===== src/verilog/rvIsaPkg.sv =====
package rvIsaPkg;

    // architectural widths fixed by RV32I
    localparam int xLen = 32;
    localparam int regAddrW = 5;

    // instruction field widths
    localparam int opcodeW = 7;
    localparam int funct3W = 3;
    localparam int funct7W = 7;

    // major opcodes handled by the integer datapath
    typedef enum logic [opcodeW-1:0] {
        OP     = 7'b0110011,
        OP_IMM = 7'b0010011,
        LUI    = 7'b0110111
    } opcodeE;

    // funct3 of OP and OP-IMM
    // SRL and SRA share F3_SR and differ in funct7
    typedef enum logic [funct3W-1:0] {
        F3_ADD  = 3'b000,
        F3_SLL  = 3'b001,
        F3_SLT  = 3'b010,
        F3_SLTU = 3'b011,
        F3_XOR  = 3'b100,
        F3_SR   = 3'b101,
        F3_OR   = 3'b110,
        F3_AND  = 3'b111
    } funct3E;

    // funct7 values, alt selects SUB and SRA
    localparam logic [funct7W-1:0] f7Base = 7'b0000000;
    localparam logic [funct7W-1:0] f7Alt = 7'b0100000;

    // R-type field layout, also used to pick fields of I and U types
    typedef struct packed {
        logic [funct7W-1:0]  funct7;
        logic [regAddrW-1:0] rs2;
        logic [regAddrW-1:0] rs1;
        funct3E              funct3;
        logic [regAddrW-1:0] rd;
        opcodeE              opcode;
    } instFieldsT;

endpackage


===== src/verilog/corePipePkg.sv =====
package corePipePkg;

    // ALU operations seen by the execute stage
    // PASSB forwards operand b unchanged, used for LUI
    typedef enum logic [3:0] {
        ADD   = 4'd0,
        SUB   = 4'd1,
        SLL   = 4'd2,
        SLT   = 4'd3,
        SLTU  = 4'd4,
        XOR   = 4'd5,
        SRL   = 4'd6,
        SRA   = 4'd7,
        OR    = 4'd8,
        AND   = 4'd9,
        PASSB = 4'd10
    } aluOpE;

    // ID/EX pipeline register
    // operand b already holds the immediate for OP-IMM and LUI
    typedef struct packed {
        logic                              valid;
        aluOpE                             aluOp;
        logic [rvIsaPkg::regAddrW-1:0]     rd;
        logic [rvIsaPkg::xLen-1:0]         a;
        logic [rvIsaPkg::xLen-1:0]         b;
    } idExT;

    // register write record
    // used for EX forwarding, EX/WB register, write port and retire
    typedef struct packed {
        logic                              valid;
        logic [rvIsaPkg::regAddrW-1:0]     rd;
        logic [rvIsaPkg::xLen-1:0]         value;
    } wbT;

endpackage


===== src/verilog/regFile.sv =====
module regFile (
    input  logic                          clk,
    input  logic                          rstN,
    input  logic                          rdy,
    input  corePipePkg::wbT               wrPort,
    input  logic [rvIsaPkg::regAddrW-1:0] rdAddrA,
    input  logic [rvIsaPkg::regAddrW-1:0] rdAddrB,
    output logic [rvIsaPkg::xLen-1:0]     rdDataA,
    output logic [rvIsaPkg::xLen-1:0]     rdDataB
);

    localparam int regCount = 2 ** rvIsaPkg::regAddrW;

    logic [rvIsaPkg::xLen-1:0] regs [regCount];

    // one read port: x0 first, then write-through, then the array
    function automatic logic [rvIsaPkg::xLen-1:0] readPort(
        input logic [rvIsaPkg::regAddrW-1:0] addr
    );
        if (addr == '0) begin
            return '0;
        end else if (wrPort.valid && (wrPort.rd == addr)) begin
            return wrPort.value;
        end else begin
            return regs[addr];
        end
    endfunction

    // write port, x0 is never stored
    always_ff @(posedge clk or negedge rstN) begin
        if (!rstN) begin
            for (int i = 0; i < regCount; i++) begin
                regs[i] <= '0;
            end
        end else if (rdy && wrPort.valid && (wrPort.rd != '0)) begin
            regs[wrPort.rd] <= wrPort.value;
        end
    end

    always_comb begin
        rdDataA = readPort(rdAddrA);
    end

    always_comb begin
        rdDataB = readPort(rdAddrB);
    end

endmodule


===== src/verilog/instDecoder.sv =====
module instDecoder (
    input  logic                          clk,
    input  logic                          rstN,
    input  logic                          rdy,
    input  logic                          instValid,
    input  logic [rvIsaPkg::xLen-1:0]     instWord,
    input  logic [rvIsaPkg::xLen-1:0]     rdDataA,
    input  logic [rvIsaPkg::xLen-1:0]     rdDataB,
    input  corePipePkg::wbT               exFwd,
    output logic [rvIsaPkg::regAddrW-1:0] rdAddrA,
    output logic [rvIsaPkg::regAddrW-1:0] rdAddrB,
    output corePipePkg::idExT             idEx,
    output logic                          illegal
);

    rvIsaPkg::instFieldsT inst;
    logic [rvIsaPkg::xLen-1:0] immI;
    logic [rvIsaPkg::xLen-1:0] immU;
    logic [rvIsaPkg::xLen-1:0] srcA;
    logic [rvIsaPkg::xLen-1:0] srcB;
    logic [rvIsaPkg::xLen-1:0] opB;
    logic fwdA;
    logic fwdB;
    logic altFunc;
    logic legal;
    corePipePkg::aluOpE aluOp;
    corePipePkg::idExT idExNext;

    // funct3 plus the alt bit of funct7 to an ALU operation
    function automatic corePipePkg::aluOpE mapAluOp(
        input rvIsaPkg::funct3E f3,
        input logic             alt
    );
        case (f3)
            rvIsaPkg::F3_ADD:  return alt ? corePipePkg::SUB : corePipePkg::ADD;
            rvIsaPkg::F3_SLL:  return corePipePkg::SLL;
            rvIsaPkg::F3_SLT:  return corePipePkg::SLT;
            rvIsaPkg::F3_SLTU: return corePipePkg::SLTU;
            rvIsaPkg::F3_XOR:  return corePipePkg::XOR;
            rvIsaPkg::F3_SR:   return alt ? corePipePkg::SRA : corePipePkg::SRL;
            rvIsaPkg::F3_OR:   return corePipePkg::OR;
            default:           return corePipePkg::AND;
        endcase
    endfunction

    assign inst = rvIsaPkg::instFieldsT'(instWord);

    assign immI = {{(rvIsaPkg::xLen - 12){instWord[31]}}, instWord[31:20]};
    assign immU = {instWord[31:12], 12'b0};

    // register read addresses go straight to the register file
    assign rdAddrA = inst.rs1;
    assign rdAddrB = inst.rs2;

    // result of the instruction now in EX wins over the register file
    assign fwdA = exFwd.valid && (exFwd.rd == inst.rs1) && (inst.rs1 != '0);
    assign fwdB = exFwd.valid && (exFwd.rd == inst.rs2) && (inst.rs2 != '0);
    assign srcA = fwdA ? exFwd.value : rdDataA;
    assign srcB = fwdB ? exFwd.value : rdDataB;

    always_comb begin
        legal = 1'b0;
        altFunc = 1'b0;
        aluOp = corePipePkg::ADD;
        opB = srcB;
        case (inst.opcode)
            rvIsaPkg::OP: begin
                altFunc = (inst.funct7 == rvIsaPkg::f7Alt);
                // alt funct7 exists only for SUB and SRA
                legal = (inst.funct7 == rvIsaPkg::f7Base) ||
                        (altFunc && ((inst.funct3 == rvIsaPkg::F3_ADD) ||
                                     (inst.funct3 == rvIsaPkg::F3_SR)));
                aluOp = mapAluOp(inst.funct3, altFunc);
            end
            rvIsaPkg::OP_IMM: begin
                // upper bits are immediate except for the shifts
                altFunc = (inst.funct3 == rvIsaPkg::F3_SR) &&
                          (inst.funct7 == rvIsaPkg::f7Alt);
                case (inst.funct3)
                    rvIsaPkg::F3_SLL: legal = (inst.funct7 == rvIsaPkg::f7Base);
                    rvIsaPkg::F3_SR:  legal = (inst.funct7 == rvIsaPkg::f7Base) || altFunc;
                    default:          legal = 1'b1;
                endcase
                aluOp = mapAluOp(inst.funct3, altFunc);
                opB = immI;
            end
            rvIsaPkg::LUI: begin
                legal = 1'b1;
                aluOp = corePipePkg::PASSB;
                opB = immU;
            end
            default: begin
                legal = 1'b0;
            end
        endcase
    end

    always_comb begin
        idExNext.valid = instValid && legal;
        idExNext.aluOp = aluOp;
        idExNext.rd = inst.rd;
        idExNext.a = srcA;
        idExNext.b = opB;
    end

    // ID/EX register, held while the core is frozen
    always_ff @(posedge clk or negedge rstN) begin
        if (!rstN) begin
            idEx <= '0;
        end else if (rdy) begin
            idEx <= idExNext;
        end
    end

    // single-cycle pulse after an unknown encoding is accepted
    always_ff @(posedge clk or negedge rstN) begin
        if (!rstN) begin
            illegal <= 1'b0;
        end else begin
            illegal <= instValid && rdy && !legal;
        end
    end

endmodule


===== src/verilog/aluExecute.sv =====
module aluExecute (
    input  logic              clk,
    input  logic              rstN,
    input  logic              rdy,
    input  corePipePkg::idExT idEx,
    output corePipePkg::wbT   exFwd,
    output corePipePkg::wbT   wb
);

    localparam int shamtW = $clog2(rvIsaPkg::xLen);

    logic [shamtW-1:0] shamt;
    logic [rvIsaPkg::xLen-1:0] result;
    logic ltSigned;
    logic ltUnsigned;

    // only the low bits of b count as shift amount
    assign shamt = idEx.b[shamtW-1:0];

    assign ltSigned = $signed(idEx.a) < $signed(idEx.b);
    assign ltUnsigned = idEx.a < idEx.b;

    always_comb begin
        case (idEx.aluOp)
            corePipePkg::ADD: begin
                result = idEx.a + idEx.b;
            end
            corePipePkg::SUB: begin
                result = idEx.a - idEx.b;
            end
            corePipePkg::SLL: begin
                result = idEx.a << shamt;
            end
            corePipePkg::SLT: begin
                result = {{(rvIsaPkg::xLen - 1){1'b0}}, ltSigned};
            end
            corePipePkg::SLTU: begin
                result = {{(rvIsaPkg::xLen - 1){1'b0}}, ltUnsigned};
            end
            corePipePkg::XOR: begin
                result = idEx.a ^ idEx.b;
            end
            corePipePkg::SRL: begin
                result = idEx.a >> shamt;
            end
            corePipePkg::SRA: begin
                // arithmetic shift keeps the sign of a
                result = $unsigned($signed(idEx.a) >>> shamt);
            end
            corePipePkg::OR: begin
                result = idEx.a | idEx.b;
            end
            corePipePkg::AND: begin
                result = idEx.a & idEx.b;
            end
            corePipePkg::PASSB: begin
                result = idEx.b;
            end
            default: begin
                result = '0;
            end
        endcase
    end

    // forwarded back to decode in the same cycle
    always_comb begin
        exFwd.valid = idEx.valid;
        exFwd.rd = idEx.rd;
        exFwd.value = result;
    end

    // EX/WB register, drives the write port and retire
    always_ff @(posedge clk or negedge rstN) begin
        if (!rstN) begin
            wb <= '0;
        end else if (rdy) begin
            wb <= exFwd;
        end
    end

endmodule


===== src/verilog/aluCore.sv =====
module aluCore (
    input  logic                      clk,
    input  logic                      rstN,
    input  logic                      rdy,
    input  logic                      instValid,
    input  logic [rvIsaPkg::xLen-1:0] instWord,
    output corePipePkg::wbT           retire,
    output logic                      retireValid,
    output logic                      illegal
);

    logic [rvIsaPkg::regAddrW-1:0] rdAddrA;
    logic [rvIsaPkg::regAddrW-1:0] rdAddrB;
    logic [rvIsaPkg::xLen-1:0] rdDataA;
    logic [rvIsaPkg::xLen-1:0] rdDataB;
    corePipePkg::idExT idEx;
    corePipePkg::wbT exFwd;
    corePipePkg::wbT wb;

    instDecoder decoder_i (
        .clk       (clk),
        .rstN      (rstN),
        .rdy       (rdy),
        .instValid (instValid),
        .instWord  (instWord),
        .rdDataA   (rdDataA),
        .rdDataB   (rdDataB),
        .exFwd     (exFwd),
        .rdAddrA   (rdAddrA),
        .rdAddrB   (rdAddrB),
        .idEx      (idEx),
        .illegal   (illegal)
    );

    regFile regFile_i (
        .clk     (clk),
        .rstN    (rstN),
        .rdy     (rdy),
        .wrPort  (wb),
        .rdAddrA (rdAddrA),
        .rdAddrB (rdAddrB),
        .rdDataA (rdDataA),
        .rdDataB (rdDataB)
    );

    aluExecute execute_i (
        .clk   (clk),
        .rstN  (rstN),
        .rdy   (rdy),
        .idEx  (idEx),
        .exFwd (exFwd),
        .wb    (wb)
    );

    // a write commits only on an edge where rdy is high
    assign retire = wb;
    assign retireValid = wb.valid && rdy;

endmodule


===== config.mk =====
export PLATFORM = sky130hd
export DESIGN_NAME = aluCore
export DESIGN_NICKNAME = d
export VERILOG_FILES = /design/src/verilog/rvIsaPkg.sv /design/src/verilog/corePipePkg.sv /design/src/verilog/regFile.sv /design/src/verilog/instDecoder.sv /design/src/verilog/aluExecute.sv /design/src/verilog/aluCore.sv
export SDC_FILE = /design/constraint.sdc
export NUM_CORES = 2
export LEC_CHECK = 0
export ABC_CLOCK_PERIOD_IN_PS = 8300
export BUFFER_PORTS_ARGS = -buffer_cell sky130_fd_sc_hd__clkbuf_2
export CAP_MARGIN = 10
export CELL_PAD_IN_SITES_DETAIL_PLACEMENT = 0
export CELL_PAD_IN_SITES_GLOBAL_PLACEMENT = 1
export CORE_ASPECT_RATIO = 1.25
export CORE_MARGIN = 2
export CORE_UTILIZATION = 58
export CTS_CLUSTER_DIAMETER = 40
export DETAILED_ROUTE_END_ITERATION = 8
export PLACE_DENSITY_LB_ADDON = 0.25
export SYNTH_ARGS = -nofsm -noshare
export SYNTH_HDL_FRONTEND = slang
export SYNTH_SLANG_ARGS = --single-unit
export TNS_END_PERCENT = 5

===== constraint.sdc =====
create_clock -name clk -period 8.3 [get_ports clk]
set_input_delay 0.415 -clock clk [delete_from_list [all_inputs] [get_ports clk]]
set_output_delay 0.415 -clock clk [all_outputs]
set_load 0.02 [all_outputs]

=== Word level (Yosys, flattened, before mapping) ===
Cells that the tools add are included.

* Flip-flop bits (word level): 1137
* Input bits: 36
* Output and inout port bits: 40
* Logic and storage cells: 134

* $add $sub $neg: 2
* Order comparisons: 6
* Equality and inequality tests: 24
* Shift operators: 3
* Multiplexer cells: 26
* Bitwise gates (word level): 6
* Reduce and logical (&&, ||, !) cells: 26

{| class="wikitable"
|+ Operators with widths
! cell !! number
|-
| 1024-bit bitwise mux || 1
|-
| 32-bit 2-to-1 mux || 11
|-
| 32-bit one-hot mux with 11 select lines || 1
|-
| 32-bit binary-select mux with 5-bit select || 2
|-
| 32-bit demux with 5-bit select || 1
|-
| 32-bit < comparator || 2
|-
| 32-bit one-hot mux with 2 select lines || 1
|-
| 4-bit one-hot mux with 7 select lines || 2
|-
| 32-bit adder || 1
|-
| 32-bit bitwise AND || 1
|-
| 32-bit bitwise OR || 1
|-
| 32-bit by 5-bit << shifter with 32-bit output || 1
|-
| 32-bit by 5-bit right shift with 32-bit output || 1
|-
| 32-bit by 5-bit >>> shifter with 32-bit output || 1
|-
| 32-bit subtractor || 1
|-
| 32-bit XOR || 1
|-
| 7-bit by 6-bit == test with 1-bit output, second input constant || 3
|-
| 5-bit == test || 4
|-
| 6-bit >= comparator, second input constant || 3
|-
| 5-bit inverter with 6-bit output || 3
|-
| 4-bit by 3-bit == test with 1-bit output, second input constant || 4
|-
| 5-bit nonzero test || 3
|-
| 1-bit logical AND || 14
|-
| 4-bit == test, second input constant || 3
|-
| other kinds (17) || 27
|}

=== Logic depth before layout (Yosys ltp) ===
* Depth in word-level cells: 8
* Depth in mapped cells: 17
* Gate-level depth less buffers: 13

=== Modules after synthesis ===
A second synthesis with hierarchy kept.

* Cell total of the unflattened synthesis: 5701
* Area total of the unflattened synthesis: 69485.4 um^2

{| class="wikitable"
|+ Modules (own cells, without submodules)
! module !! times used !! cells each !! area each (um^2) !! seq. area each (um^2)
|-
| regFile || 1 || 3751 || 54554.8 || 25624.6
|-
| aluExecute || 1 || 1477 || 10553.9 || 950.9
|-
| instDecoder || 1 || 472 || 4370.4 || 1876.8
|-
| aluCore || 1 || 1 || 6.3 || 0.0
|}

=== Worst setup path before layout ===
No wires, ideal clock.

* Path type: reg-to-reg
* From: reg, netlist name decoder_i.idEx[2]
* To: reg, netlist name decoder_i.idEx[56]
* Library setup time: 0.154 ns
* Arrival time: 4.393 ns
* Required time: 8.146 ns
* Slack: 3.752 ns
* Cell stages (with the launch flop): 18
* Clock period less this slack: 4.548 ns
* Path through: dfrtp_1 > buf_2 > inv_1 > clkbuf_1 > buf_1 > clkbuf_1 > ha_1 > buf_2 > o21ba_1 > or4_1 > a31oi_1 > nor2_1 > o31a_1 > nor3_1 > nor2_1 > mux2i_1 > a2111oi_0 > o221ai_1

* Word-level cells in the longest chain between the ends: 3
* Elaborated cells between the ends (all ways): 7
* Classes of those cells: 2 x add/sub; 3 x shift; 2 x mux

{| class="wikitable"
|+ RTL lines
! what !! RTL line !! text
|-
| 32-bit subtractor, or another cell as far along || aluExecute.sv:29 || <nowiki>result = idEx.a - idEx.b;</nowiki>
|-
| 32-bit one-hot mux with 11 select lines * || aluExecute.sv:24 || <nowiki>case (idEx.aluOp)</nowiki>
|-
| 32-bit 2-to-1 mux * || instDecoder.sv:58 || <nowiki>assign srcA = fwdA ? exFwd.value : rdDataA;</nowiki>
|}

Mark *: on every way between the ends. The rest lies on a longest branch, timed or not.
A chain may end at the register's enable or synchronous reset.

=== Worst setup path in the final report ===
* From: reg, netlist name decoder_i.idEx[0]
* To: reg, netlist name decoder_i.idEx[40]

* Word-level cells in the longest chain between the ends: 3
* Elaborated cells between the ends (all ways): 7
* Classes of those cells: 2 x add/sub; 3 x shift; 2 x mux

{| class="wikitable"
|+ RTL lines
! what !! RTL line
|-
| 32-bit subtractor, or another cell as far along || aluExecute.sv:29
|-
| 32-bit one-hot mux with 11 select lines * || aluExecute.sv:24
|-
| 32-bit 2-to-1 mux * || instDecoder.sv:58
|}

Marks and branches as above.

==> results.yml <==
cts:
  cts_setup_buffers: 0
  cts_buffer_depth: 3
  clkTransAtPathRegs_ns: 0.05
  cts_buffers: 146
  cts_num_sinks: 1137
  clk_latency_ns: 0.82
  cts_tree: "done"
  cts_max_level: 4
  root_buffer: "clkbuf_16"
  cts_resized: 0
power:
  ir_drop_uv: 186
  p_comb_share_pct: 10.9
  switchingPower_mw: 3.80
  sequentialPowerShare_pct: 41.6
  power_mw: 13.8
  powerDensity_nw_per_um2: 181
  clkPwrFrac_pct: 47.4
  p_leak_nw: 34.2
  p_int_mw: 9.98
  p_sw_share_pct: 27.6
timing:
  setup_ws_ns: 3.27
  drv_slew: 0
  skew_ns: 0.0431
  worst_pin_slew_ns: 1.31
  maxSlewHeadroom_pct: 12.8
  finalHoldViolCount: 0
  min_period_over_period_pct: 60.6
  tns_ns: 0
  rsz0062_at_grt: "no"
  max_freq_mhz: 199
  period_needed_ns: 5.03
  final-setup-viol-count: 0
routing:
  vias_per_cell: 7.34
  firstDrtPassIters: 6
  postRouteAntennaNets: 0
  wl_um: 248000
  wl_per_cell_um: 36.4
  drt-initial-drc-count: 6066
  drc: 0
  vias: 50000
die:
  die_w_um: 313
  coreArea_um2: 118000
  dieArea_um2: 122000
  fp-row-count: 141
  dieHeight_um: 391
  ios: 76
  start_util_pct: 58.6
yosys:
  synthAdderAreaFrac_pct: 1.81
  syn_nets: 5441
  synth_xor_area_share_pct: 0.366
  synth_cell_types: 89
  synthTopCellsByCount: "dfrtp_1 (1137), mux2_2 (1012), mux4_2 (677)"
  synthSimpleGateAreaFrac_pct: 4.85
  netlist_top_cells_area: "dfrtp_1 (41%), mux4_2 (22%), mux2_2 (16%)"
  yosys_warnings: 0
  synth-compound-area-share_pct: 7.51
  synthesis.instances: 5306
  yosys-mux-area-fraction_pct: 40.6
  async_flop_share_pct: 100
  ys_ff_latch: 1137
  syn_avg_cell_area_um2: 13.1
  synth_edf_count: 0
  synth_top_area_cell: "dfrtp_1"
  synth_most_common_cell: "dfrtp_1"
  yosysTopAreaCellShare_pct: 41.0
  ys_seq_area_share_pct: 41.0
  synth_top_family_by_area: "multiplexers"
  netlist_area_um2: 69300
  synth_ff_type: "dfrtp_1"
placement:
  gp_congestion: 1.10
  io_buffers: 75
  dp_slack_ns: 3.42
  dp_hpwl_um: 151000
  post-place-cells: 6533
cells_and_area:
  areaGrowthSynthToFinish_pct: 9.77
  layout-drive-gt1-share_pct: 42.7
  postLayoutCoreUtil_pct: 64.3
  nets: 5250
  fin_cells: 6809
global_routing:
  grtUsageMet1_pct: 53.9
  gr-usage-met2_pct: 61.0
  grt_max_degree: 181
  gr-usage-met3_pct: 11.2
  top_usage_layer: "met2"
  grt_pass1_wl_um: 360000
  grt_use_total_pct: 41.1
  grt_overflow: 0
  grt_pass1_vias: 50200
  antenna_found_initial: 10
setup_path:
  cp_max_fo: 66
  timing.critical_path.arrival_ns: 5.69
  end_kind: "flop"
  critPathLaunchType: "flop"
  path_class: "flop to flop"
  rrSetupSlack_ns: 3.27
  cp_data_required_time_ns: 8.95
hold_path:
  hp-class: "input port to flop"
run_status:
  outcome: "finished, final reports clean"
flow_run:
  drv_cap: 0
-- metal layers --
metal  vias to the layer above  wire, um
li1                      20000         -
met1                     26500     94200
met2                      2712    112000
met3                       757     23900
met4                        12     17900
met5                         -       157
-- cells by family (layout without fill, tap and decap cells) --
group / after synthesis / count (layout)
mux: 1839 / 1839
flops: 1137 / 1137
compound gates: 783 / 783
simple gates: 746 / 746
buf+inv: 673 / 597
fa+ha+maj: 99 / 99
xor+xnor: 29 / 29
other cells: 0 / 6
-- power by group through the flow --
stage	registers (mW)	logic, mW	clock network [mW]
2_1_floorplan	5.82	0.870	0
3_3_place_gp	5.82	1.47	0
3_5_place_dp	5.83	1.47	0
4_1_cts	5.73	1.48	6.58
5_1_grt	5.74	1.59	6.81
6_report	5.74	1.51	6.53
-- flip-flops by register name, indices dropped and copies added, names as in the netlist --
register / flops
regFile_i.regs: 1024
decoder_i.idEx: 74
execute_i.wb: 38
decoder_i.illegal: 1
-- cells in the final DEF, fill, tap and decap left out, types with 22 or more instances in the layout --
cell / count
a211oi_1: 46
a21oi_1: 233
a221oi_1: 22
buf_4: 138
clkbuf_16: 147
clkbuf_2: 63
dfrtp_1: 1133
ha_1: 97
inv_1: 102
inv_6: 24
mux2_2: 1012
mux2i_1: 147
mux4_2: 677
nand2_1: 195
nand2b_1: 22
nand3_1: 46
nor2_1: 281
nor3_1: 46
o211ai_1: 35
o21ai_0: 151
o221ai_1: 43
o22ai_1: 25
-- what timing repair did --
action	4_1_cts	5_1_grt
hold buffers	7	0
setup endpoints to repair	0	0
hold endpoints to repair	85	0
-- path summary, 6_finish.rpt --
kind | from | cells past startpoint | endpoint
max | decoder_i.idEx[0]$_DFFE_PN0P_ | 13 | decoder_i.idEx[40]$_DFFE_PN0P_
min | instWord[3] | 5 | decoder_i.idEx[70]$_DFFE_PN0P_
max reg2reg | decoder_i.idEx[0]$_DFFE_PN0P_ | 13 | decoder_i.idEx[40]$_DFFE_PN0P_
min reg2reg | regFile_i.regs[995]$_DFFE_PN0P_ | 0 | regFile_i.regs[995]$_DFFE_PN0P_
max in group asynchronous | rstN | 4 | decoder_i.idEx[38]$_DFFE_PN0P_
min in group asynchronous | rstN | 2 | regFile_i.regs[919]$_DFFE_PN0P_
-- final cells by class --
cell class | instances | area [um2]
Timing Repair Buffer | 226 | 1740
Clock inverter | 79 | 962
Fill cell | 8815 | 42300
Sequential cell | 1137 | 28500
Inverter | 108 | 405
Multi-Input combinational cell | 3496 | 38600
Antenna cell | 6 | 15.0
Clock buffer | 184 | 4010
Tap cell | 1573 | 1970
-- stage by stage --
stage	hold WS, ns	cell area [um2]
global route	0.117	76100
finish	0.0716	76100
CTS	0.0488	76100
global placement	0.376	71100
floorplan	0.119	69300
detailed placement	0.383	71100
-- worst max-delay path: stages, from the launching register on --
cell and delay, ns:
dfrtp_4 0.68, buf_4 0.52, ha_1 0.41, fa_1 0.43, a211oi_1 0.39, o21ai_0 0.20, buf_4 0.21, a31oi_1 0.15
o21ai_0 0.11, o31a_1 0.15, a2111oi_2 0.87, o22ai_1 0.46, nand2_1 0.17, o21ai_0 0.09
Note: power is estimated with default switching activity, not from simulation.
